## src/cpu_pkg.sv

```systemverilog
package cpu_pkg;

	typedef logic [31:0] xlen_t;
	typedef logic [4:0]  reg_idx_t;

	// RV32I major opcodes.
	localparam logic [6:0] OP_R      = 7'b0110011;
	localparam logic [6:0] OP_IMM    = 7'b0010011;
	localparam logic [6:0] OP_LOAD   = 7'b0000011;
	localparam logic [6:0] OP_STORE  = 7'b0100011;
	localparam logic [6:0] OP_BRANCH = 7'b1100011;
	localparam logic [6:0] OP_JAL    = 7'b1101111;
	localparam logic [6:0] OP_SYSTEM = 7'b1110011;
	localparam xlen_t      INST_ECALL = 32'h0000_0073;

	typedef enum logic [2:0] {
		ALU_ADD,
		ALU_SUB,
		ALU_AND,
		ALU_OR,
		ALU_XOR,
		ALU_SLT,
		ALU_PASSB
	} alu_op_t;

	typedef enum logic [1:0] {
		FWD_REG,
		FWD_MEM,
		FWD_WB
	} fwd_sel_t;

	// All zero is a bubble.
	typedef struct packed {
		logic    regwrite;
		logic    memread;
		logic    memwrite;
		logic    use_imm;
		logic    is_beq;
		logic    is_bne;
		logic    is_jal;
		logic    is_halt;
		alu_op_t alu_op;
	} ctrl_t;

	typedef struct packed {
		xlen_t pc;
		xlen_t inst;
	} if_id_t;

	typedef struct packed {
		xlen_t    pc;
		xlen_t    rs1_val;
		xlen_t    rs2_val;
		xlen_t    imm;
		reg_idx_t rs1;
		reg_idx_t rs2;
		reg_idx_t rd;
		ctrl_t    ctrl;
	} id_ex_t;

	typedef struct packed {
		xlen_t    alu_out;
		xlen_t    store_data;
		reg_idx_t rd;
		ctrl_t    ctrl;
	} ex_mem_t;

	typedef struct packed {
		xlen_t    alu_out;
		xlen_t    load_data;
		reg_idx_t rd;
		ctrl_t    ctrl;
	} mem_wb_t;

	// APB map. Word index in a window is paddr[9:2].
	localparam logic [11:0] CTRL_ADDR   = 12'h000;
	localparam logic [11:0] STATUS_ADDR = 12'h004;
	localparam logic [11:0] CYCLES_ADDR = 12'h008;
	localparam logic [11:0] IMEM_BASE   = 12'h400;
	localparam logic [11:0] DMEM_BASE   = 12'h800;

	// Value written back to the register file.
	function automatic xlen_t wb_value(mem_wb_t w);
		return w.ctrl.memread ? w.load_data : w.alu_out;
	endfunction

endpackage

```

## src/forward_unit.sv

```systemverilog
`timescale 1ns/1ns

module forward_unit import cpu_pkg::*; (
	input  id_ex_t   ex,
	input  ex_mem_t  mem,
	input  mem_wb_t  wb,
	output fwd_sel_t sel_a,
	output fwd_sel_t sel_b,
	output fwd_sel_t sel_store
);

	// The younger producer in MEM wins over WB.
	function automatic fwd_sel_t pick(
		reg_idx_t src,
		reg_idx_t mem_rd,
		logic     mem_we,
		reg_idx_t wb_rd,
		logic     wb_we
	);
		if (src == '0)
			return FWD_REG;
		if (mem_we && mem_rd == src)
			return FWD_MEM;
		if (wb_we && wb_rd == src)
			return FWD_WB;
		return FWD_REG;
	endfunction

	assign sel_a = pick(ex.rs1, mem.rd, mem.ctrl.regwrite, wb.rd, wb.ctrl.regwrite);
	assign sel_b = pick(ex.rs2, mem.rd, mem.ctrl.regwrite, wb.rd, wb.ctrl.regwrite);

	// store data only matters for sw
	assign sel_store = ex.ctrl.memwrite ? sel_b : FWD_REG;

endmodule

```

## config.mk

```make
export PLATFORM = sky130hd
export DESIGN_NAME = forward_unit
export DESIGN_NICKNAME = d
export VERILOG_FILES = /design/src/cpu_pkg.sv /design/src/forward_unit.sv
export SDC_FILE = /design/constraint.sdc
export NUM_CORES = 1
export LEC_CHECK = 0
export ABC_AREA = 1
export BUFFER_PORTS_ARGS = -buffer_cell sky130_fd_sc_hd__buf_2
export CAP_MARGIN = 20
export CORE_AREA = 2 2 125 127
export DETAILED_ROUTE_END_ITERATION = 7
export DIE_AREA = 0 0 127 129
export SLEW_MARGIN = 0
export SYNTH_ARGS = -nofsm -noshare
export SYNTH_HDL_FRONTEND = slang
export SYNTH_SLANG_ARGS = --single-unit
```

## constraint.sdc

```tcl
create_clock -name vclk -period 1.45
set_input_delay 0.145 -clock vclk [all_inputs]
set_output_delay 0.145 -clock vclk [all_outputs]
set_load 0.05 [all_outputs]
```

==> summary.txt <==
Share of cells above drive strength 1: 0.320
Fin util: 0.0546
Cell taking the most area after synthesis: nand2_1
Worst setup SP type: primary input
Status: finished clean
Via count: 629
Worst-Margin Slew: 0.284 ns
Pre-Repair DR Iteration Count: 4
Met3 WL post-DR: 227 µm
CP peak stage delay: 0.30 ns
Initial antenna violation count: 2
Hold path start: ex[8]
Die width: 127 µm
CP Capture Type: primary output
P&R area growth vs syn: 92.4%
Final Max Slew Viols: 0
Port-buffer cells: 29
Most frequent cells in the layout: 39 x nand2_1, 29 x buf_2, 19 x inv_1, 12 x nor2_1, 4 x nor2_2
Yosys warns: 0
Synth top area share: 0.344
GR Util All Layers: 0.0286
Num sequential: 0
Global-route wire length before repair: 3550 µm
Number of top-level pins: 320
Slew headroom: 0.809
Worst Setup EP: sel_a[0]
Met2 wire len: 816 µm
Worst-path cell chain: buf_2 > inv_1 > o21ai_0 > inv_1 > nand3_1 > nor3_2 > buf_2
Syn Inst Count: 96
Iteration-0 DRC Markers: 36
Initial Utilization: 0.0284
Avg WL per Cell: 7.54 µm
Worst vdd rail ir drop: 39.7 µV
Detailed Route WL: 2370 µm
Post-synthesis cell type count: 17
Drt drc: 0
Grt total ovfl: 0
Max Fclk: 0.769 GHz
Setup TNS: 0 ns
# hold bufs at CTS: 0
Post-CTS Resized: 0
Synthesized area: 425 µm²
Most common cell after layout, fill and taps aside: nand2_1
Largest net degree at the start of global routing: 5
Critical Path Start: ex[24]
CORE AREA: 15,000 µm²
Dpl hpwl: 2230 µm
Die footprint: 16,400 µm²
CP arrival: 1.16 ns
Layout clock buffers: 0
Final Cycle Share: 0.897
Min Tclk post-route: 1.30 ns
Routed vias/inst: 2.00
Leak: 0.407 nW
DRT antenna net count: 0
Top Metal Used: met5
Row Count: 45
Final hold vios: 0
Sequential-to-total area share from yosys stat: 0
Setup Fix Bufs, Post-CTS: 0
GPL Wtd Cong: 0.775
CP Data Required Time: 1.31 ns
Number of global-route vias before repair: 603
P per Cell Area: 201 nW/µm²
Max Cap Viol: 0
RSZ-0062 raised after global routing: false
Final Setup Violations: 0
Post-layout net count: 441
CP max-delay cell: buf_2
Syn_area_per_cell: 4.43 µm²
Area contributors post-synth: nand2_1 34%, inv_1 17%, nor2_1 11%, xnor2_1 6.2%, nor2_2 5.9%
Syn nets: 410
Critical path class: primary input to primary output
Met1 WL: 1310 µm
Worst Path Max Fanout: 4
Hold Crit Class: primary input to primary output
Die height: 129 µm
Register area: 0 µm²
worst min-delay path by stage:
| stage | to | depth (start not counted) | slack [ns] |
|---|---|---|---|
| 5_1_grt | sel_store[1] | 4 | 0.79 |
| 4_1_cts | sel_store[1] | 4 | 0.77 |
| 2_1_floorplan | sel_store[1] | 2 | 0.48 |
| 3_5_place_dp | sel_store[1] | 4 | 0.77 |
| 3_3_place_gp | sel_store[1] | 4 | 0.76 |
| 6_report | sel_store[1] | 4 | 0.76 |
through the flow:
step / std cells / cell area, µm² / hold WS [ns] / worst slack, ns / power (W)
CTS: 313 / 816 / 0.770 / 0.0958 / 0.000167
floorplan: 96 / 435 / 0.484 / 0.116 / 0.0000897
finish: 314 / 818 / 0.756 / 0.150 / 0.000165
global placement: 313 / 816 / 0.757 / 0.0648 / 0.000167
detailed placement: 313 / 816 / 0.770 / 0.102 / 0.000166
global route: 313 / 816 / 0.791 / 0.00782 / 0.000189
layer usage:
metal / global-route usage / up-vias
met5: 0 / -
met4: 0 / 2
met3: 0.0121 / 2
li1: - / 344
met1: 0.0429 / 257
met2: 0.0402 / 24
layout make-up:
cell class / count / area, µm²
inverter: 22 / 82.6
antenna: 1 / 2.50
fill: 1799 / 14200
tap: 188 / 235
timing repair buffer: 29 / 145
multi-input combinational: 74 / 353
critical path: cells and delay by family:
kind / cells / cell delay, ns
compound gates: 1 / 0.09
simple gates: 2 / 0.33
buf+inv: 4 / 0.59
synthesized netlist by cell type:
library cell  count
a21boi_0          1
a21oi_2           1
inv_1            19
inv_2             3
nand2_1          39
nand3_1           3
nand3_2           1
nand4_1           2
nor2_1           12
nor2_2            4
nor3_1            3
o211ai_1          1
o21a_1            1
o21ai_0           1
o21ai_1           1
or2_0             1
xnor2_1           3
logic make-up after synthesis:
family / count (synthesis) / synth area share
AND/OR/NAND/NOR: 65 / 0.647
buffers and inverters: 22 / 0.194
AO/OA/AOI/OAI: 6 / 0.0971
XOR/XNOR: 3 / 0.0618
report_power, final:
group	internal, W	total (W)	switching [W]
logic	0.0000618	0.000165	0.000103
clock network	0.0000000000921	0.0000000000921	0
registers	0	0	0
total	0.0000618	0.000165	0.000103
(Power assumes the default switching activity.)
