<file path="src/cpu_pkg.sv">
package cpu_pkg;

	typedef logic [31:0] xlen_t;
	typedef logic [4:0]  reg_idx_t;

	// RV32I major opcodes.
	localparam logic [6:0] OP_R      = 7'b0110011;
	localparam logic [6:0] OP_IMM    = 7'b0010011;
	localparam logic [6:0] OP_LOAD   = 7'b0000011;
	localparam logic [6:0] OP_STORE  = 7'b0100011;
	localparam logic [6:0] OP_BRANCH = 7'b1100011;
	localparam logic [6:0] OP_JAL    = 7'b1101111;
	localparam logic [6:0] OP_SYSTEM = 7'b1110011;
	localparam xlen_t      INST_ECALL = 32'h0000_0073;

	typedef enum logic [2:0] {
		ALU_ADD,
		ALU_SUB,
		ALU_AND,
		ALU_OR,
		ALU_XOR,
		ALU_SLT,
		ALU_PASSB
	} alu_op_t;

	typedef enum logic [1:0] {
		FWD_REG,
		FWD_MEM,
		FWD_WB
	} fwd_sel_t;

	// All zero is a bubble.
	typedef struct packed {
		logic    regwrite;
		logic    memread;
		logic    memwrite;
		logic    use_imm;
		logic    is_beq;
		logic    is_bne;
		logic    is_jal;
		logic    is_halt;
		alu_op_t alu_op;
	} ctrl_t;

	typedef struct packed {
		xlen_t pc;
		xlen_t inst;
	} if_id_t;

	typedef struct packed {
		xlen_t    pc;
		xlen_t    rs1_val;
		xlen_t    rs2_val;
		xlen_t    imm;
		reg_idx_t rs1;
		reg_idx_t rs2;
		reg_idx_t rd;
		ctrl_t    ctrl;
	} id_ex_t;

	typedef struct packed {
		xlen_t    alu_out;
		xlen_t    store_data;
		reg_idx_t rd;
		ctrl_t    ctrl;
	} ex_mem_t;

	typedef struct packed {
		xlen_t    alu_out;
		xlen_t    load_data;
		reg_idx_t rd;
		ctrl_t    ctrl;
	} mem_wb_t;

	// APB map. Word index in a window is paddr[9:2].
	localparam logic [11:0] CTRL_ADDR   = 12'h000;
	localparam logic [11:0] STATUS_ADDR = 12'h004;
	localparam logic [11:0] CYCLES_ADDR = 12'h008;
	localparam logic [11:0] IMEM_BASE   = 12'h400;
	localparam logic [11:0] DMEM_BASE   = 12'h800;

	// Value written back to the register file.
	function automatic xlen_t wb_value(mem_wb_t w);
		return w.ctrl.memread ? w.load_data : w.alu_out;
	endfunction

endpackage

</file>
<file path="src/decode_stage.sv">
`timescale 1ns/1ns

module decode_stage import cpu_pkg::*; (
	input  logic     input_clk,
	input  logic     rst,
	input  if_id_t   in_if,
	input  mem_wb_t  wb,
	input  reg_idx_t ex_rd,
	input  logic     ex_memread,
	output id_ex_t   out_id,
	output logic     hazard,
	output logic     halt_wb
);

	xlen_t    regs [32];
	xlen_t    inst;
	xlen_t    imm;
	reg_idx_t rs1;
	reg_idx_t rs2;
	reg_idx_t rd;
	logic     use_rs1;
	logic     use_rs2;
	ctrl_t    ctrl;

	// Write-through from writeback.
	function automatic xlen_t read_reg(reg_idx_t idx, xlen_t stored, mem_wb_t w);
		if (idx == '0)
			return '0;
		if (w.ctrl.regwrite && w.rd == idx)
			return wb_value(w);
		return stored;
	endfunction

	assign inst = in_if.inst;
	assign rs1  = inst[19:15];
	assign rs2  = inst[24:20];
	assign rd   = inst[11:7];

	always_ff @(posedge input_clk) begin
		if (!rst && wb.ctrl.regwrite && wb.rd != '0)
			regs[wb.rd] <= wb_value(wb);
	end

	always_comb begin
		ctrl    = '0;
		imm     = {{20{inst[31]}}, inst[31:20]};
		use_rs1 = 1'b0;
		use_rs2 = 1'b0;
		case (inst[6:0])
			OP_R: begin
				use_rs1       = 1'b1;
				use_rs2       = 1'b1;
				ctrl.regwrite = 1'b1;
				case (inst[14:12])
					3'b000: ctrl.alu_op = inst[30] ? ALU_SUB : ALU_ADD;
					3'b010: ctrl.alu_op = ALU_SLT;
					3'b100: ctrl.alu_op = ALU_XOR;
					3'b110: ctrl.alu_op = ALU_OR;
					3'b111: ctrl.alu_op = ALU_AND;
					default: ctrl.regwrite = 1'b0;
				endcase
			end
			OP_IMM: begin
				use_rs1       = 1'b1;
				ctrl.use_imm  = 1'b1;
				ctrl.regwrite = (inst[14:12] == 3'b000);
			end
			OP_LOAD: begin
				use_rs1       = 1'b1;
				ctrl.use_imm  = 1'b1;
				ctrl.regwrite = (inst[14:12] == 3'b010);
				ctrl.memread  = (inst[14:12] == 3'b010);
			end
			OP_STORE: begin
				use_rs1       = 1'b1;
				use_rs2       = 1'b1;
				ctrl.use_imm  = 1'b1;
				ctrl.memwrite = (inst[14:12] == 3'b010);
				imm           = {{20{inst[31]}}, inst[31:25], inst[11:7]};
			end
			OP_BRANCH: begin
				use_rs1     = 1'b1;
				use_rs2     = 1'b1;
				ctrl.is_beq = (inst[14:12] == 3'b000);
				ctrl.is_bne = (inst[14:12] == 3'b001);
				imm = {{19{inst[31]}}, inst[31], inst[7], inst[30:25], inst[11:8], 1'b0};
			end
			OP_JAL: begin
				ctrl.regwrite = 1'b1;
				ctrl.is_jal   = 1'b1;
				ctrl.alu_op   = ALU_PASSB;
				imm = {{11{inst[31]}}, inst[31], inst[19:12], inst[20], inst[30:21], 1'b0};
			end
			OP_SYSTEM: ctrl.is_halt = (inst == INST_ECALL);
			default: ctrl = '0;
		endcase
	end

	always_comb begin
		out_id.pc      = in_if.pc;
		out_id.rs1_val = read_reg(rs1, regs[rs1], wb);
		out_id.rs2_val = read_reg(rs2, regs[rs2], wb);
		out_id.imm     = imm;
		out_id.rs1     = rs1;
		out_id.rs2     = rs2;
		out_id.rd      = rd;
		out_id.ctrl    = ctrl;
	end

	// Load in EX feeding this instruction.
	assign hazard = ex_memread && ex_rd != '0 &&
		((use_rs1 && ex_rd == rs1) || (use_rs2 && ex_rd == rs2));

	assign halt_wb = wb.ctrl.is_halt;

endmodule

</file>
<file path="config.mk">
export PLATFORM = sky130hd
export DESIGN_NAME = decode_stage
export DESIGN_NICKNAME = d
export VERILOG_FILES = /design/src/cpu_pkg.sv /design/src/decode_stage.sv
export SDC_FILE = /design/constraint.sdc
export NUM_CORES = 1
export LEC_CHECK = 0
export BUFFER_PORTS_ARGS = -buffer_cell sky130_fd_sc_hd__buf_2
export CORE_MARGIN = 5
export CORE_UTILIZATION = 45
export DETAILED_ROUTE_END_ITERATION = 10
export GPL_ROUTABILITY_DRIVEN = 0
export PLACE_DENSITY_LB_ADDON = 0.05
export SYNTH_ARGS = -nofsm -noshare
export SYNTH_HDL_FRONTEND = slang
export SYNTH_SLANG_ARGS = --single-unit
</file>
<file path="constraint.sdc">
create_clock -name input_clk -period 5.3 [get_ports input_clk]
set_clock_uncertainty 0.05 [all_clocks]
set_input_delay 0.795 -clock input_clk [delete_from_list [all_inputs] [get_ports input_clk]]
set_output_delay 0.795 -clock input_clk [all_outputs]
set_load 0.05 [all_outputs]
</file>
==> metrics.cfg <==
[synthesis]
ys_warn_count = 0
synth_area_leaders = edfxtp_1 (62%), mux4_2 (19%), mux2i_1 (4.8%), a221oi_1 (1.8%), buf_4 (1.5%)
synth_cells = 2728
ys_seq_area_frac = 0.624
synth.distinct_cells = 54
syn-cell-area_um2 = 49300
synth_top_cell_by_area = edfxtp_1
synth_enable_flop_cells = 1024
synth-main-ff-cell = edfxtp_1
synth-async-reset-ratio = 0
syn_avg_cell_area_um2 = 18.1
ys_ff_latch = 1024
synth_top_area_share = 0.624

[clock_network]
post_cts_buffers = 0
cts_resized = 0
cts_tree = yes
cts.clk_slew.worst_paths_ps = 70
cts_max_level = 3
cts_root_buf = clkbuf_16
hold_buffers = 0
cts.sinks = 1024
cts_buffers = 112
clock_path_buffers = 3

[cells_and_area]
mostFrequentLayoutCells = edfxtp_1 (1024), mux4_2 (419), mux2i_1 (234), buf_2 (197), buf_4 (129)
top_register = regs
final_common_cell = edfxtp_1
drive_gt1_frac = 0.338
top_regs = regs x1024
synthToLayoutAreaGrowth_pct = 14.9
fillCellCount = 8740
fin_area_um2 = 56600
largest_reg_flops = 1024
nets = 3133

[global_routing]
gr-usage-all-layers = 0.285
antenna_found_initial = 5
grt_pass1_wl_um = 236000
overflow = 0
grt_pass1_vias = 31000
grt_max_degree = 97

[routing]
route.detailed.drc = 0
first_pass_iters = 5
drt_iter0_drc = 3736
wl_per_cell_um = 37.7
ant_nets = 0
viasPerCell = 6.79
vias = 30500
drt_wl_total_um = 169000

[job]
drv_cap = 0

[setup_path]
cp_common_cell = buf_4
cp_max_fo = 22
crit_type = in2out
critical_path.top_delay_family = buffers and inverters
critPathArrivalTime_ps = 3630
worstPathBufferInverterCount = 5
crit_path_end_kind = output pin
slowest_delay_ps = 480
path_cells = buf_2, buf_4, xor2_1, nor4_1, nand3_1, nand2_1, buf_4, o21ai_1, buf_4, buf_12
worstPathRequired_ps = 4450
worst_path_max_delay_cell = nand3_1
cp-start-kind = primary input

[sta]
setup_viol = 0
maxSlewHeadroom = 0.108
finalCritPeriodShare = 0.845
worst_slack_ps = 821
worst_pin_slew_ps = 1330
post-route-min-period_ps = 4480
hold_violations = 0
setup_tns_ps = 0
rsz0062_at_grt = no
final_max_slew_viol_count = 0
max_freq_ghz = 0.223

[floorplanning]
rows = 121
die-area_um2 = 116000
coreArea_um2 = 109000
start_util = 0.453
fp.dieH_um = 341
ios = 308
dieWidth_um = 341

[run_status]
outcome = completed

[pwr]
p_leak_nw = 18.9
vdd_drop_max_uv = 261
p_per_area_nw_per_um2 = 335

[min_path]
hold_path_class = in2reg

[place]
post-dp-hpwl_um = 102000
post-place-ws_ps = 866
placedInstanceArea_um2 = 53100
io_buffers = 233

## cells in the mapped netlist, drive strengths merged, types with 15 or more instances
cell type and instances:
buf 185, or4 25, o221ai 29, nand2b 34
nand2 29, nor2 53, a21oi 37, nor3 15
inv 34, a22oi 39, o22ai 90, a22o 35
clkbuf 106, a21o 36, a221oi 101, mux2i 234
edfxtp 1024, o21ai 64, nand3 35, mux4 419
## power breakdown
group | total (W) | internal, W | leakage, nW | switching, W
Clock | 0.00757 | 0.00430 | 1.72 | 0.00328
Combinational | 0.00231 | 0.000846 | 7.96 | 0.00147
Sequential | 0.00910 | 0.00906 | 9.24 | 0.0000346
Total | 0.0190 | 0.0142 | 18.9 | 0.00477
## per-layer routing
layer	up-vias	share of wire	track usage
li1	12100	-	-
met1	16300	0.41	0.400
met2	1804	0.47	0.457
met3	258	0.095	0.0616
met4	0	0.028	0.0794
met5	-	0	0
## tightest hold or removal path: cells and delay by family
kind / cells / cell delay [ps]
buffers and inverters: 3 / 440
muxes: 1 / 80
## area by class of cell
| type | count | area, um2 | area share |
|---|---|---|---|
| Sequential cell | 1024 | 30700 | 0.543 |
| Inverter | 35 | 133 | 0.00234 |
| Timing Repair Buffer | 399 | 3390 | 0.0600 |
| Antenna cell | 2 | 5.00 | 0.0000884 |
| Clock buffer | 133 | 2920 | 0.0517 |
| Multi-Input combinational cell | 1409 | 17100 | 0.301 |
| Tap cell | 1414 | 1770 | 0.0313 |
| Clock inverter | 70 | 574 | 0.0101 |
## path summary, 6_finish.rpt
path,from,to,slack (ps),cells past startpoint
max,in_if[18],out_id[104],820,10
min,wb[77],regs[1][29],730,4
## per-stage QoR
step                utilization  std cells  power, W  hold WS, ps
floorplan                     -       2759    0.0107         1290
global placement          0.488       4281    0.0115         1420
detailed placement        0.488       4281    0.0116         1440
CTS                       0.520       4484    0.0191          681
global route              0.520       4484    0.0195          770
finish                    0.520       4486    0.0190          729
## cells by family after synthesis
kind of cell,after synthesis,share of synthesized area
AND/OR/NAND/NOR,238,0.0260
flip-flops,1024,0.624
multiplexers,666,0.242
AO/OA/AOI/OAI,452,0.0664
other,1,0.0000761
XOR/XNOR,21,0.00373
buffers and inverters,326,0.0377
(Power assumes the default switching activity.)
