File: src/cpu_pkg.sv
package cpu_pkg;

	typedef logic [31:0] xlen_t;
	typedef logic [4:0]  reg_idx_t;

	// RV32I major opcodes.
	localparam logic [6:0] OP_R      = 7'b0110011;
	localparam logic [6:0] OP_IMM    = 7'b0010011;
	localparam logic [6:0] OP_LOAD   = 7'b0000011;
	localparam logic [6:0] OP_STORE  = 7'b0100011;
	localparam logic [6:0] OP_BRANCH = 7'b1100011;
	localparam logic [6:0] OP_JAL    = 7'b1101111;
	localparam logic [6:0] OP_SYSTEM = 7'b1110011;
	localparam xlen_t      INST_ECALL = 32'h0000_0073;

	typedef enum logic [2:0] {
		ALU_ADD,
		ALU_SUB,
		ALU_AND,
		ALU_OR,
		ALU_XOR,
		ALU_SLT,
		ALU_PASSB
	} alu_op_t;

	typedef enum logic [1:0] {
		FWD_REG,
		FWD_MEM,
		FWD_WB
	} fwd_sel_t;

	// All zero is a bubble.
	typedef struct packed {
		logic    regwrite;
		logic    memread;
		logic    memwrite;
		logic    use_imm;
		logic    is_beq;
		logic    is_bne;
		logic    is_jal;
		logic    is_halt;
		alu_op_t alu_op;
	} ctrl_t;

	typedef struct packed {
		xlen_t pc;
		xlen_t inst;
	} if_id_t;

	typedef struct packed {
		xlen_t    pc;
		xlen_t    rs1_val;
		xlen_t    rs2_val;
		xlen_t    imm;
		reg_idx_t rs1;
		reg_idx_t rs2;
		reg_idx_t rd;
		ctrl_t    ctrl;
	} id_ex_t;

	typedef struct packed {
		xlen_t    alu_out;
		xlen_t    store_data;
		reg_idx_t rd;
		ctrl_t    ctrl;
	} ex_mem_t;

	typedef struct packed {
		xlen_t    alu_out;
		xlen_t    load_data;
		reg_idx_t rd;
		ctrl_t    ctrl;
	} mem_wb_t;

	// APB map. Word index in a window is paddr[9:2].
	localparam logic [11:0] CTRL_ADDR   = 12'h000;
	localparam logic [11:0] STATUS_ADDR = 12'h004;
	localparam logic [11:0] CYCLES_ADDR = 12'h008;
	localparam logic [11:0] IMEM_BASE   = 12'h400;
	localparam logic [11:0] DMEM_BASE   = 12'h800;

	// Value written back to the register file.
	function automatic xlen_t wb_value(mem_wb_t w);
		return w.ctrl.memread ? w.load_data : w.alu_out;
	endfunction

endpackage

File: src/cpu_ctrl_apb.sv
`timescale 1ns/1ns

module cpu_ctrl_apb import cpu_pkg::*; #(
	parameter int IMEM_WORDS = 256,
	parameter int DMEM_WORDS = 256
) (
	input  logic        input_clk,
	input  logic        rst,
	input  logic        psel,
	input  logic        penable,
	input  logic        pwrite,
	input  logic [11:0] paddr,
	input  xlen_t       pwdata,
	output xlen_t       prdata,
	output logic        pready,
	output logic        pslverr,
	input  logic        halt_wb,
	input  xlen_t       dmem_rdata,
	output logic        run,
	output logic        halted,
	output logic        imem_we,
	output logic        dmem_we,
	output logic [7:0]  mem_addr,
	output xlen_t       mem_wdata
);

	logic  sel_ctrl;
	logic  sel_status;
	logic  sel_cycles;
	logic  sel_imem;
	logic  sel_dmem;
	logic  addr_err;
	logic  access;
	logic  ctrl_wr;
	xlen_t cycles;
	xlen_t rd_mux;

	assign sel_ctrl   = (paddr == CTRL_ADDR);
	assign sel_status = (paddr == STATUS_ADDR);
	assign sel_cycles = (paddr == CYCLES_ADDR);
	assign sel_imem   = (paddr[11:10] == IMEM_BASE[11:10]) && (paddr[9:2] < IMEM_WORDS);
	assign sel_dmem   = (paddr[11:10] == DMEM_BASE[11:10]) && (paddr[9:2] < DMEM_WORDS);

	assign addr_err = !(sel_ctrl || sel_status || sel_cycles || sel_imem || sel_dmem) ||
		(pwrite && run && (sel_imem || sel_dmem)) ||
		(pwrite && (sel_status || sel_cycles));

	// First access cycle. pready follows one cycle later.
	assign access  = psel && penable && !pready;
	assign ctrl_wr = access && pwrite && sel_ctrl;

	assign imem_we   = access && pwrite && sel_imem && !addr_err;
	assign dmem_we   = access && pwrite && sel_dmem && !addr_err;
	assign mem_addr  = paddr[9:2];
	assign mem_wdata = pwdata;

	always_comb begin
		rd_mux = '0;
		if (sel_ctrl)
			rd_mux = {31'd0, run};
		else if (sel_status)
			rd_mux = {31'd0, halted};
		else if (sel_cycles)
			rd_mux = cycles;
		else if (sel_dmem)
			rd_mux = dmem_rdata;
	end

	assign prdata  = pready ? rd_mux : '0;
	assign pslverr = pready && addr_err;

	always_ff @(posedge input_clk) begin
		if (rst) begin
			pready <= 1'b0;
			run    <= 1'b0;
			halted <= 1'b0;
			cycles <= '0;
		end else begin
			pready <= access;
			if (ctrl_wr)
				run <= pwdata[0];
			// Starting clears the halt and the count.
			if (ctrl_wr && pwdata[0]) begin
				halted <= 1'b0;
				cycles <= '0;
			end else begin
				if (halt_wb && run && !halted)
					halted <= 1'b1;
				if (run && !halted)
					cycles <= cycles + 32'd1;
			end
		end
	end

endmodule

File: config.mk
export PLATFORM = sky130hd
export DESIGN_NAME = cpu_ctrl_apb
export DESIGN_NICKNAME = d
export VERILOG_FILES = /design/src/cpu_pkg.sv /design/src/cpu_ctrl_apb.sv
export SDC_FILE = /design/constraint.sdc
export NUM_CORES = 1
export LEC_CHECK = 0
export ABC_AREA = 1
export ABC_CLOCK_PERIOD_IN_PS = 3470
export CORE_AREA = 10 10 132 86
export DETAILED_ROUTE_END_ITERATION = 7
export DIE_AREA = 0 0 142 96
export DONT_BUFFER_PORTS = 1
export SETUP_SLACK_MARGIN = 0.2
export SLEW_MARGIN = 20
export SYNTH_ARGS = -nofsm -noshare
export SYNTH_HDL_FRONTEND = slang
export SYNTH_SLANG_ARGS = --single-unit
File: constraint.sdc
create_clock -name input_clk -period 3.47 [get_ports input_clk]
set_input_delay 0.347 -clock input_clk [delete_from_list [all_inputs] [get_ports input_clk]]
set_output_delay 0.347 -clock input_clk [all_outputs]
set_load 0.05 [all_outputs]
==> metrics.md <==
| Metric | Value |
|---|---|
| Outcome | finished, final reports clean |
| Crit path capture type | output port |
| Fraction of power consumed by the clock network | 49.9% |
| Drt initial violations | 155 |
| Post-layout utilization of the core | 38.3% |
| Required time at the worst-slack endpoint | 3120 ps |
| Switching power share of the total | 23.9% |
| Via count of the first global-routing pass | 2894 |
| Die Height | 96 um |
| # placed instances | 586 |
| Main area contributors after synthesis | sky130_fd_sc_hd__dfxtp_1 23%, sky130_fd_sc_hd__nand2_1 14%, sky130_fd_sc_hd__nor2_1 11% |
| Fraction of power consumed by combinational cells | 7.6% |
| Power density relative to cell area | 279 nW/um^2 |
| NetSw | 227 uW |
| Leading cell type by number of instances after synthesis | sky130_fd_sc_hd__nand2_1 |
| Clock transition time at the flip-flop clock pins of the worst setup and hold paths | 50 ps |
| Total DRC errors in the routed layout | 0 |
| Routed WL | 8.75 mm |
| Cell area after synthesis | 3050 um^2 |
| Static power due to leakage | 0.00137 uW |
| Maximum fanout along the worst path | 31 |
| Pre-Repair DR Iteration Count | 4 |
| Count of pins over their slew limit | 0 |
| Deepest level of the CTS H-tree | 2 |
| Fin crit period | 2700 ps |
| PortBufs | 0 |
| Clk buf depth | 2 |
| Area of the multi-input gates | 1910 um^2 |
| CTS tree | built |
| Ys async rst share | 0% |
| Number of setup violations in the final report | 0 |
| Startpoint types | register |
| Share of the clock period used by the worst path | 77.9% |
| Clock Skew | 6.15 ps |
| Clock insertion delay at the later pin of the skew report | 280 ps |
| Congestion Overflow GR | 0 |
| HPWL reported at the end of detailed placement | 6.92 mm |
| Placement row count | 27 |
| Global-route wire length before repair | 14.4 mm |
| Number of nets produced by synthesis | 572 |
| Post-cts repair resize count | 0 |
| Die ar. | 13600 um^2 |
| Worst slew margin relative to its limit | 36.1% |
| Area overhead of the layout relative to synthesis | 12.1% |
| Category of the most critical setup path | register to output port |
| Clock Root Buffer | sky130_fd_sc_hd__clkbuf_16 |
| Ports placed on the boundary | 160 |
| Number of enable-type register cells in the synthesized netlist | 0 |
| Number of flip-flops and latches in the synthesized netlist | 35 |
| Fillers | 977 |
| Via-to-Cell Ratio | 4.86 |
| Mapped Avg Cell Area | 6.27 um^2 |
| Biggest area consumer among synthesized cells | sky130_fd_sc_hd__dfxtp_1 |
| Class of the worst hold path | input port to register |
| Total GRT Usage | 13.0% |
| Sequential cell area | 701 um^2 |
| RSZ-0062 raised after global routing | no |
| Layout cells sized above 1 | 24.7% |
| Portion of the post-synthesis area used by sequential elements | 23.0% |
| Total clock buffers created by CTS | 5 |
| Detail-routed net length per standard cell | 14.7 um |
| Top flip-flop cell by instance count after synthesis | sky130_fd_sc_hd__dfxtp_1 |
| Total power consumption of the routed design | 953 uW |
| Maximum Capacitance Violations | 0 |
| Most numerous cell types in the synthesized netlist | 116 x sky130_fd_sc_hd__nand2_1, 89 x sky130_fd_sc_hd__nor2_1, 49 x sky130_fd_sc_hd__inv_1 |
| Unique cell type count in the Yosys netlist | 30 |
| Die width | 142 um |
| Internal power of the cells | 726 uW |
| Area share of the largest cell type after synthesis | 23.0% |
| Sequential share of power | 42.5% |
| Total core area | 8920 um^2 |
| Non-filler instance count after layout | 594 |
| Critical path arrival | 2350 ps |
| Via Count | 2887 |
| Sink count of the clock tree | 35 |
| Worst vdd rail ir drop | 182 uV |
| Peak Freq | 0.370 GHz |
| Final-stage net count | 563 |
| Initial Utilization | 34.2% |
| Worst setup slack before clock tree synthesis | 764 ps |
| Antenna violations before repair | 0 |
| Post-CTS setup buffers | 0 |
| Antenna cell count | 0 |
| Number of antenna-violating nets in the routed design | 0 |
| Maximum number of pins on one net before global-route repair | 46 |
| Number of hold buffers added after cts | 0 |
| Crit path setup slack, layout | 768 ps |
| Post-Syn Instances | 486 |
| Setup TNS | 0 ps |
| Slew at the pin closest to its max-slew limit | 956 ps |
| Yosys warnings | 0 |
| Weighted congestion reported at the end of routability-driven placement | 0.849 |
| Number of hold violations in the final report | 0 |
final timing paths:
check / slack, ps / endpoint / cells past startpoint / startpoint
setup / recovery: 770 / prdata[2] / 3 / pready$_SDFF_PP0_
hold / removal: 130 / pready$_SDFF_PP0_ / 1 / rst
setup reg to reg: 1300 / cycles[23]$_SDFFE_PP0P_ / 8 / pready$_SDFF_PP0_
hold reg to reg: 510 / cycles[3]$_SDFFE_PP0P_ / 2 / cycles[3]$_SDFFE_PP0P_
layout by cell type (no fill, tap or decap), types with 6 or more instances in the layout:
cell	count
sky130_fd_sc_hd__nand3_1	23
sky130_fd_sc_hd__xor2_1	6
sky130_fd_sc_hd__nand3_2	7
sky130_fd_sc_hd__inv_1	49
sky130_fd_sc_hd__inv_2	6
sky130_fd_sc_hd__nor2_2	8
sky130_fd_sc_hd__a211oi_2	31
sky130_fd_sc_hd__a21oi_1	10
sky130_fd_sc_hd__buf_4	39
sky130_fd_sc_hd__nor3_1	6
sky130_fd_sc_hd__dfxtp_1	35
sky130_fd_sc_hd__nand2_2	8
sky130_fd_sc_hd__nand2_1	115
sky130_fd_sc_hd__nand4_1	9
sky130_fd_sc_hd__nor2_4	8
sky130_fd_sc_hd__nor2_1	89
registers in the layout (all words and copies together) (netlist names):
| register | flops |
|---|---|
| run | 1 |
| halted | 1 |
| pready | 1 |
| cycles | 32 |
logic make-up after synthesis:
| kind of cell | count (synthesis) | synth area share, % |
|---|---|---|
| buf+inv | 110 | 19.3 |
| flops | 35 | 23.0 |
| compound gates | 46 | 10.2 |
| fa+ha+maj | 4 | 1.64 |
| simple gates | 281 | 43.0 |
| xor+xnor | 10 | 2.87 |
metrics by stage:
| stage | cell area, um^2 | hold WS [ps] |
|---|---|---|
| 4_1_cts | 3420 | 124 |
| 5_1_grt | 3420 | 123 |
| 6_report | 3420 | 127 |
| 3_3_place_gp | 3260 | 419 |
| 2_1_floorplan | 3050 | 416 |
| 3_5_place_dp | 3260 | 420 |
routing by layer:
layer,wire (um),GRT usage [%]
met1,4150,17.0
met2,3560,19.4
met3,968,5.26
met4,80,3.31
met5,0,0
final cells by class:
class	count	area share, %
Multi-Input combinational cell	341	56.0
Sequential cell	35	20.5
Clock buffer	8	4.58
Tap cell	116	4.25
Inverter	55	6.04
Timing Repair Buffer	39	8.57
critical path, cell delays in order, from the launching register on:
cell	delay, ps
sky130_fd_sc_hd__dfxtp_1	730
sky130_fd_sc_hd__nand2_2	680
sky130_fd_sc_hd__a211oi_2	390
sky130_fd_sc_hd__buf_4	260
power groups by stage:
stage               Sequential, uW  Clock (uW)  Combinational (uW)
global placement               414           0                71.3
detailed placement             414           0                72.9
global route                   405         499                79.6
floorplan                      413           0                 177
CTS                            405         482                73.3
finish                         405         476                72.3
Power figures use the tool's default switching activity.
