$ cat src/pipe_reg.sv
`timescale 1ns/1ns

module pipe_reg #(
	parameter type payload_t = logic [31:0]
) (
	input  logic     input_clk,
	input  logic     rst,
	input  logic     stall,
	input  logic     flush,
	input  payload_t d,
	output payload_t q
);

	// Flush beats stall and leaves a bubble.
	always_ff @(posedge input_clk) begin
		if (rst || flush)
			q <= '0;
		else if (!stall)
			q <= d;
	end

endmodule

$ cat config.mk
export PLATFORM = sky130hd
export DESIGN_NAME = pipe_reg
export DESIGN_NICKNAME = d
export VERILOG_FILES = /design/src/pipe_reg.sv
export SDC_FILE = /design/constraint.sdc
export NUM_CORES = 1
export LEC_CHECK = 0
export ABC_AREA = 1
export CORE_MARGIN = 3
export CORE_UTILIZATION = 60
export CTS_CLUSTER_DIAMETER = 200
export DETAILED_ROUTE_END_ITERATION = 6
export DONT_BUFFER_PORTS = 1
export GPL_TIMING_DRIVEN = 1
export PLACE_DENSITY = 0.87
export SLEW_MARGIN = 20
export SYNTH_ARGS = -nofsm -noshare
export SYNTH_HDL_FRONTEND = slang
export SYNTH_SLANG_ARGS = --single-unit
$ cat constraint.sdc
create_clock -name input_clk -period 0.8 [get_ports input_clk]
set_input_delay 0.04 -clock input_clk [delete_from_list [all_inputs] [get_ports input_clk]]
set_output_delay 0.04 -clock input_clk [all_outputs]
set_load 0.01 [all_outputs]
==> results of run 1 <==
logic make-up after synthesis:
kind of cell	synth area share [%]
simple gates	36.32
buf+inv	16.36
flops	47.32
metrics by stage:
step                      hold slack, ps  worst slack [ps]  instance area (µm²)
after detailed placement           177.4             126.1                 1494
after global placement             171.5             171.4                 1494
after floorplan                    169.4             189.0                 1354
synthesized netlist by cell type:
master   count
nand2_1     64
nor2_1      64
dfxtp_1     32
inv_1       32
buf_6        7
buf_4        3
nor2_4       1
==> flow_metrics.env, run 1 <==
export IMPL_dpl_cell_count=246
export IMPL_synth_cell_types=7
export IMPL_ys_seq_area_share_pct=47.32
export IMPL_root_buffer="clkbuf_4"
export IMPL_clock_sinks=32
export IMPL_clockBufferDepth=2
export IMPL_start_util_pct=66.30
export IMPL_synth_top_cell_area_share_pct=47.32
export IMPL_yosys_area_top_type="dfxtp_1"
export IMPL_synth_fp_nets=239
export IMPL_error="[ERROR DPL-0033] detailed placement checks failed during check placement."
export IMPL_netlist_top_cells_area="dfxtp_1, nand2_1, nor2_1"
export IMPL_port_buffers=0
export IMPL_htree_num_levels=2
export IMPL_hpwl_mm=1.930
export IMPL_synthCells=203
export IMPL_status="aborted with a tool error"
export IMPL_synth_area_mm2=0.001354
export IMPL_postSynthAreaPerCell_um2=6.669
export IMPL_cts_repair_resized=50
export IMPL_num_io_pins=68
export IMPL_place_gp_congestion=0.6037
export IMPL_placementRows=16
export IMPL_cts_setup_buffers=3
export IMPL_die_h_um=53.50
export IMPL_hold_buffers=29
export IMPL_ys_ff_latch=32
export IMPL_cts_made_buffers=5
export IMPL_yosysWarningCount=0
export IMPL_failed_stage="4_1_cts"
export IMPL_die_w_um=53.50
==> run 2: changes to the inputs <==
--- a/config.mk
+++ b/config.mk
@@ -6,13 +6,12 @@
 export NUM_CORES = 1
 export LEC_CHECK = 0
 export ABC_AREA = 1
-export CORE_MARGIN = 3
-export CORE_UTILIZATION = 60
-export CTS_CLUSTER_DIAMETER = 200
+export CORE_AREA = 3 3 64 66
 export DETAILED_ROUTE_END_ITERATION = 6
+export DIE_AREA = 0 0 67 69
 export DONT_BUFFER_PORTS = 1
 export GPL_TIMING_DRIVEN = 1
-export PLACE_DENSITY = 0.87
+export PLACE_DENSITY_LB_ADDON = 0.15
 export SLEW_MARGIN = 20
 export SYNTH_ARGS = -nofsm -noshare
 export SYNTH_HDL_FRONTEND = slang
==> run 2 against run 1 <==
The flow now finishes, with violations (hold timing); area after synthesis unchanged; synthesized cell count is the same.
==> flow_metrics.env, run 2 <==
export IMPL_peakVddDrop_v=0.0009417
export IMPL_die_h_um=69
export IMPL_yosysWarningCount=0
export IMPL_vias_per_cell=4.035
export IMPL_max_slew_worst_pin_slew_ps=143.5
export IMPL_pwr_share_comb_pct=13.4
export IMPL_dieArea_mm2=0.004623
export IMPL_cts_tree="built"
export IMPL_crit_chain="buf_4"
export IMPL_cap_violations=0
export IMPL_htree_num_levels=2
export IMPL_switchingPower_mw=0.7728
export IMPL_hold_buffers=30
export IMPL_final_cell_area_mm2=0.002007
export IMPL_slew_violations=0
export IMPL_grt_max_degree=65
export IMPL_grt_pass1_wl_mm=5.126
export IMPL_nFillCells=349
export IMPL_ys_seq_area_share_pct=47.32
export IMPL_arrival_ps=730
export IMPL_p_int_mw=2.709
export IMPL_path_buf_inv=1
export IMPL_min_delay_path_class="primary input to register"
export IMPL_coreArea_mm2=0.003633
export IMPL_crit_family="flip-flops"
export IMPL_relSlewSlack_pct=90.42
export IMPL_hold_depth=2
export IMPL_die_w_um=67
export IMPL_p_clk_share_pct=37.4
export IMPL_track_usage_pct=14.36
export IMPL_clk_pin_slew_ps=60
export IMPL_synth_edf_count=0
export IMPL_cellLeakagePower_nw=0.9828
export IMPL_drt_iter0_markers=27
export IMPL_start_util_pct=37.26
export IMPL_synth_top_cell_area_share_pct=47.32
export IMPL_synth_fp_nets=239
export IMPL_reg_top3="q: 32 flops"
export IMPL_area_delta_synth_final_pct=48.24
export IMPL_dpl_cell_area_mm2=0.001558
export IMPL_p_seq_share_pct=49.2
export IMPL_place_gp_congestion=0.6540
export IMPL_cellPowerDensity_mw_per_mm2=1735
export IMPL_layout_drive_gt1_share_pct=24.43
export IMPL_clock_sinks=32
export IMPL_clk_latency_ps=270
export IMPL_grt_pass1_vias=1272
export IMPL_ant_nets=0
export IMPL_finalCritPeriodShare_pct=96.53
export IMPL_vias=1251
export IMPL_swShare_pct=22.20
export IMPL_placementRows=22
export IMPL_hold_viol_final=32
export IMPL_synthArstFlopShare_pct=0
export IMPL_period_needed_ps=772.2
export IMPL_multi_input_area_um2=491.7
export IMPL_overflow=0
export IMPL_drtPass1Iterations=4
export IMPL_num_io_pins=68
export IMPL_critPathCaptureType="primary output"
export IMPL_seq_area_um2=670.6
export IMPL_synth_cell_types=7
export IMPL_wl_per_cell_um=10.16
export IMPL_drc_errors=0
export IMPL_synth_common_cells="nand2_1, nor2_1, dfxtp_1, inv_1, buf_6"
export IMPL_hpwl_mm=1.895
export IMPL_cp_depth=1
export IMPL_slowest_delay_ps=320
export IMPL_postSynthAreaPerCell_um2=6.669
export IMPL_setup_viol=0
export IMPL_port_buffers=0
export IMPL_cp_start_kind="register"
export IMPL_skew_ps=0
export IMPL_synthCells=203
export IMPL_clockBufferDepth=2
export IMPL_path_class="register to primary output"
export IMPL_num_nets_final=298
export IMPL_clock_fmax_mhz=1295
export IMPL_worstPathRequired_ps=760
export IMPL_yosys_area_top_type="dfxtp_1"
export IMPL_drt_total_wl_mm=3.150
export IMPL_violations="hold timing"
export IMPL_ys_ff_latch=32
export IMPL_critPathMaxFanout=2
export IMPL_n_antenna_cell=0
export IMPL_synth_area_mm2=0.001354
export IMPL_layout_common_cells="nor2_1, nand2_1, inv_1"
export IMPL_fin_tns_setup_ps=0
export IMPL_status="complete, but fails checks"
export IMPL_netlist_top_cells_area="dfxtp_1, nand2_1, nor2_1"
export IMPL_antenna_found_initial=0
export IMPL_synth_top_flop_cell="dfxtp_1"
export IMPL_cts_made_buffers=5
export IMPL_r2r_cells=5
export IMPL_critical_path_slowest_cell="dfxtp_2"
export IMPL_root_buffer="clkbuf_8"
export IMPL_registers_top_by_ff_count="q"
export IMPL_largest_reg_flops=32
export IMPL_hold_ws_ps=-84.29
==> run 2: cell counts after synthesis <==
Identical to the previous run, type by type.
==> run 2: kinds of logic after synthesis <==
kind of cell	Yosys count	share of synthesized area [%]
buf+inv	42	16.36
flops	32	47.32
simple gates	129	36.32
==> run 2: layout make-up <==
cell class / count / area share, %
Sequential cell: 32 / 33.42
Timing Repair Buffer: 62 / 28.30
Multi-Input combinational cell: 129 / 24.50
Inverter: 32 / 5.985
Clock buffer: 7 / 4.801
Tap cell: 48 / 2.993
==> run 2: metal layers <==
layer	up-vias	GRT usage (%)	routed length (µm)
li1	683	-	-
met1	529	12.34	1201
met2	35	28.28	1696
met3	4	4.235	213
met4	0	6.757	38
met5	-	0	0
==> run 2: metrics by stage <==
stage | instances | util [%] | setup WS (ps) | power (mW) | hold slack, ps
3_5_place_dp | 272 | 42.87 | 153.4 | 2.080 | 177.7
3_3_place_gp | 272 | 42.87 | 170.4 | 2.065 | 170.8
2_1_floorplan | 203 | - | 189.0 | 2.014 | 169.4
6_report | 310 | 55.23 | 27.77 | 3.481 | -84.29
4_1_cts | 309 | 53.79 | 8.858 | 3.510 | -101.9
5_1_grt | 310 | 55.23 | -0.7136 | 3.678 | -103.9
==> run 2: what timing repair did <==
item / CTS / global route
hold endpoints to repair: 32 / 32
gates resized for setup: 0 / 28
setup endpoints to repair: 0 / 24
setup buffers: 0 / 1
==> run 2: power groups by stage <==
stage	clock [mW]	combinational, mW	sequential (mW)
2_1_floorplan	0	0.250	1.76
3_3_place_gp	0	0.334	1.73
3_5_place_dp	0	0.344	1.74
4_1_cts	1.35	0.462	1.70
5_1_grt	1.43	0.525	1.72
6_report	1.30	0.467	1.71
==> run 2: worst paths after layout <==
kind	to	startpoint	slack (ps)
max	q[20]	q[20]	30
min	q[3]	stall	-80
max reg2reg	q[20]	q[20]	90
min reg2reg	q[31]	q[31]	500
(Power assumes the default switching activity.)
==> run 3: changes to the inputs <==
--- a/config.mk
+++ b/config.mk
@@ -5,7 +5,7 @@
 export SDC_FILE = /design/constraint.sdc
 export NUM_CORES = 1
 export LEC_CHECK = 0
-export ABC_AREA = 1
+export ABC_AREA = 0
 export CORE_AREA = 3 3 64 66
 export DETAILED_ROUTE_END_ITERATION = 6
 export DIE_AREA = 0 0 67 69
==> run 3 against run 2 <==
The flow still finishes with violations (hold timing); global-route usage down 2.9 points; clock-buffer cell count up 1; register-to-register slack better by 40 ps; final area down 22%; via count down 34%; sequential power about the same; clock skew unchanged.
==> flow_metrics.env, run 3 <==
export IMPL_worst_slack_ps=96.74
export IMPL_synth_mux_area_share_pct=27.71
export IMPL_die_h_um=69
export IMPL_finalCritPeriodShare_pct=87.91
export IMPL_cap_violations=0
export IMPL_hold_viol_final=32
export IMPL_placementRows=22
export IMPL_arrival_ps=660
export IMPL_num_io_pins=68
export IMPL_vias=830
export IMPL_cp_depth=0
export IMPL_num_nets_final=174
export IMPL_r2r_start="q[3]"
export IMPL_switchingPower_mw=0.6519
export IMPL_cp_start_kind="register"
export IMPL_clk_latency_ps=270
export IMPL_p_seq_share_pct=53.5
export IMPL_ys_ff_latch=32
export IMPL_synth_common_cells="dfxtp_1, mux2i_1, nor2_1"
export IMPL_worstPathRequired_ps=760
export IMPL_layout_drive_gt1_share_pct=5.755
export IMPL_overflow=0
export IMPL_cellPowerDensity_mw_per_mm2=2030
export IMPL_drt_iter0_markers=24
export IMPL_fin_util_pct=43.29
export IMPL_synth_top_cell_area_share_pct=55.41
export IMPL_status="complete, but fails checks"
export IMPL_registers_top_by_ff_count="q"
export IMPL_wl_per_cell_um=13.21
export IMPL_hold_buffers=32
export IMPL_multi_input_area_um2=446.7
export IMPL_reg2reg_slack_ps=130
export IMPL_area_delta_synth_final_pct=36.04
export IMPL_reg_top3="q: 32 flops"
export IMPL_clk_pin_slew_ps=60
export IMPL_postSynthAreaPerCell_um2=11.01
export IMPL_crit_start="q[10]"
export IMPL_swShare_pct=20.42
export IMPL_min_delay_path_class="primary input to register"
export IMPL_period_needed_ps=703.3
export IMPL_root_buffer="clkbuf_8"
export IMPL_p_clk_share_pct=37.8
export IMPL_port_buffers=0
export IMPL_critPathMaxFanout=2
export IMPL_crit_end="q[10]"
export IMPL_yosys_area_top_type="dfxtp_1"
export IMPL_grt_pass1_wl_mm=4.050
export IMPL_hpwl_mm=1.571
export IMPL_cts_setup_buffers=0
export IMPL_skew_ps=0
export IMPL_max_slew_worst_pin_slew_ps=153.4
export IMPL_place_gp_congestion=0.6103
export IMPL_path_class="register to primary output"
export IMPL_violations="hold timing"
export IMPL_dieArea_mm2=0.004623
export IMPL_p_int_mw=2.540
export IMPL_hold_ws_ps=-73.13
export IMPL_drt_total_wl_mm=2.470
export IMPL_setup_viol=0
export IMPL_start_util_pct=31.82
export IMPL_fin_tns_setup_ps=0
export IMPL_ys_seq_area_share_pct=55.41
export IMPL_netlist_top_cells_area="dfxtp_1, mux2i_1, nor2_1"
export IMPL_synth_cell_types=7
export IMPL_die_w_um=67
export IMPL_synthArstFlopShare_pct=0
export IMPL_dpl_cell_count=147
export IMPL_grt_max_degree=33
export IMPL_clock_sinks=32
export IMPL_layout_common_cells="mux2i_1, nor2_1, dlygate4sd3_1, dfxtp_1, clkbuf_8"
export IMPL_grt_pass1_vias=904
export IMPL_largest_reg_flops=32
export IMPL_synth_area_mm2=0.001156
export IMPL_drc_errors=0
export IMPL_seq_area_um2=640.6
export IMPL_n_antenna_cell=0
export IMPL_instances_no_fill=187
export IMPL_synth_fp_nets=141
export IMPL_cellLeakagePower_nw=0.6807
export IMPL_r2r_end="q[3]"
export IMPL_coreArea_mm2=0.003633
export IMPL_synthXorXnorAreaFrac_pct=0
export IMPL_pwr_share_comb_pct=8.7
export IMPL_slew_violations=0
export IMPL_synthAdderAreaFrac_pct=0
export IMPL_relSlewSlack_pct=89.48
export IMPL_antenna_found_initial=0
export IMPL_cts_repair_resized=0
export IMPL_cts_tree="built"
export IMPL_yosysWarningCount=0
export IMPL_synth_simple_gate_area_share_pct=10.93
export IMPL_place_ws_ps=133.8
export IMPL_synth_top_family_by_area="multiplexers"
export IMPL_vias_per_cell=4.439
export IMPL_ant_nets=0
export IMPL_drtPass1Iterations=2
export IMPL_rsz0062_at_grt="false"
export IMPL_cts_made_buffers=5
export IMPL_nFillCells=368
export IMPL_peakVddDrop_v=0.0009114
export IMPL_clock_fmax_mhz=1422
export IMPL_synth_compound_area_share_pct=0
export IMPL_clockBufferDepth=2
export IMPL_synthCells=105
export IMPL_r2r_cells=2
export IMPL_track_usage_pct=11.47
export IMPL_htree_num_levels=2
export IMPL_critPathCaptureType="primary output"
export IMPL_synth_edf_count=0
export IMPL_synth_top_flop_cell="dfxtp_1"
## run 3: worst min path at each step
stage	startpoint	endpoint	slack (ps)	cells past startpoint
final	stall	q[27]	-70	2
after floorplan	d[0]	q[0]	180	2
after global placement	d[10]	q[10]	190	2
after CTS	stall	q[23]	-90	2
after detailed placement	d[15]	q[15]	190	2
after global routing	stall	q[12]	-90	2
## run 3: layer usage
layer | part of all wire (%) | track usage (%) | vias up | routed length (µm)
met5 | 0 | 0 | - | 0
met4 | 0.81 | 3.378 | 0 | 20
met3 | 9.5 | 5.049 | 4 | 234
met2 | 53 | 20.74 | 43 | 1309
met1 | 37 | 11.44 | 375 | 905
li1 | - | - | 408 | -
## run 3: cells by family (layout without fill, tap and decap cells)
kind of cell / Yosys count / count (layout)
buffers and inverters: 8 / 42
and+or+nand+nor: 33 / 33
muxes: 32 / 32
DFF: 32 / 32
## run 3: area by class of cell
type | instances | area share (%)
sequential | 32 | 40.73
timing repair buffer | 34 | 21.32
multi-input combinational | 65 | 28.40
clock buffer | 8 | 5.728
tap | 48 | 3.819
## run 3: through the flow
stage                     area, µm²  hold slack, ps  power [mW]
final                          1573          -73.13       3.192
after detailed placement       1162           192.8       1.898
after CTS                      1573          -87.54       3.273
after global placement         1162           186.3       1.890
after global routing           1573          -85.55       3.368
after floorplan                1156           183.9       1.922
## run 3: power groups by stage
stage               registers (mW)  logic (mW)  clock network, mW
floorplan                     1.73       0.190                  0
finish                        1.71       0.278               1.21
CTS                           1.71       0.280               1.29
detailed placement            1.74       0.156                  0
global placement              1.74       0.147                  0
global route                  1.71       0.310               1.35
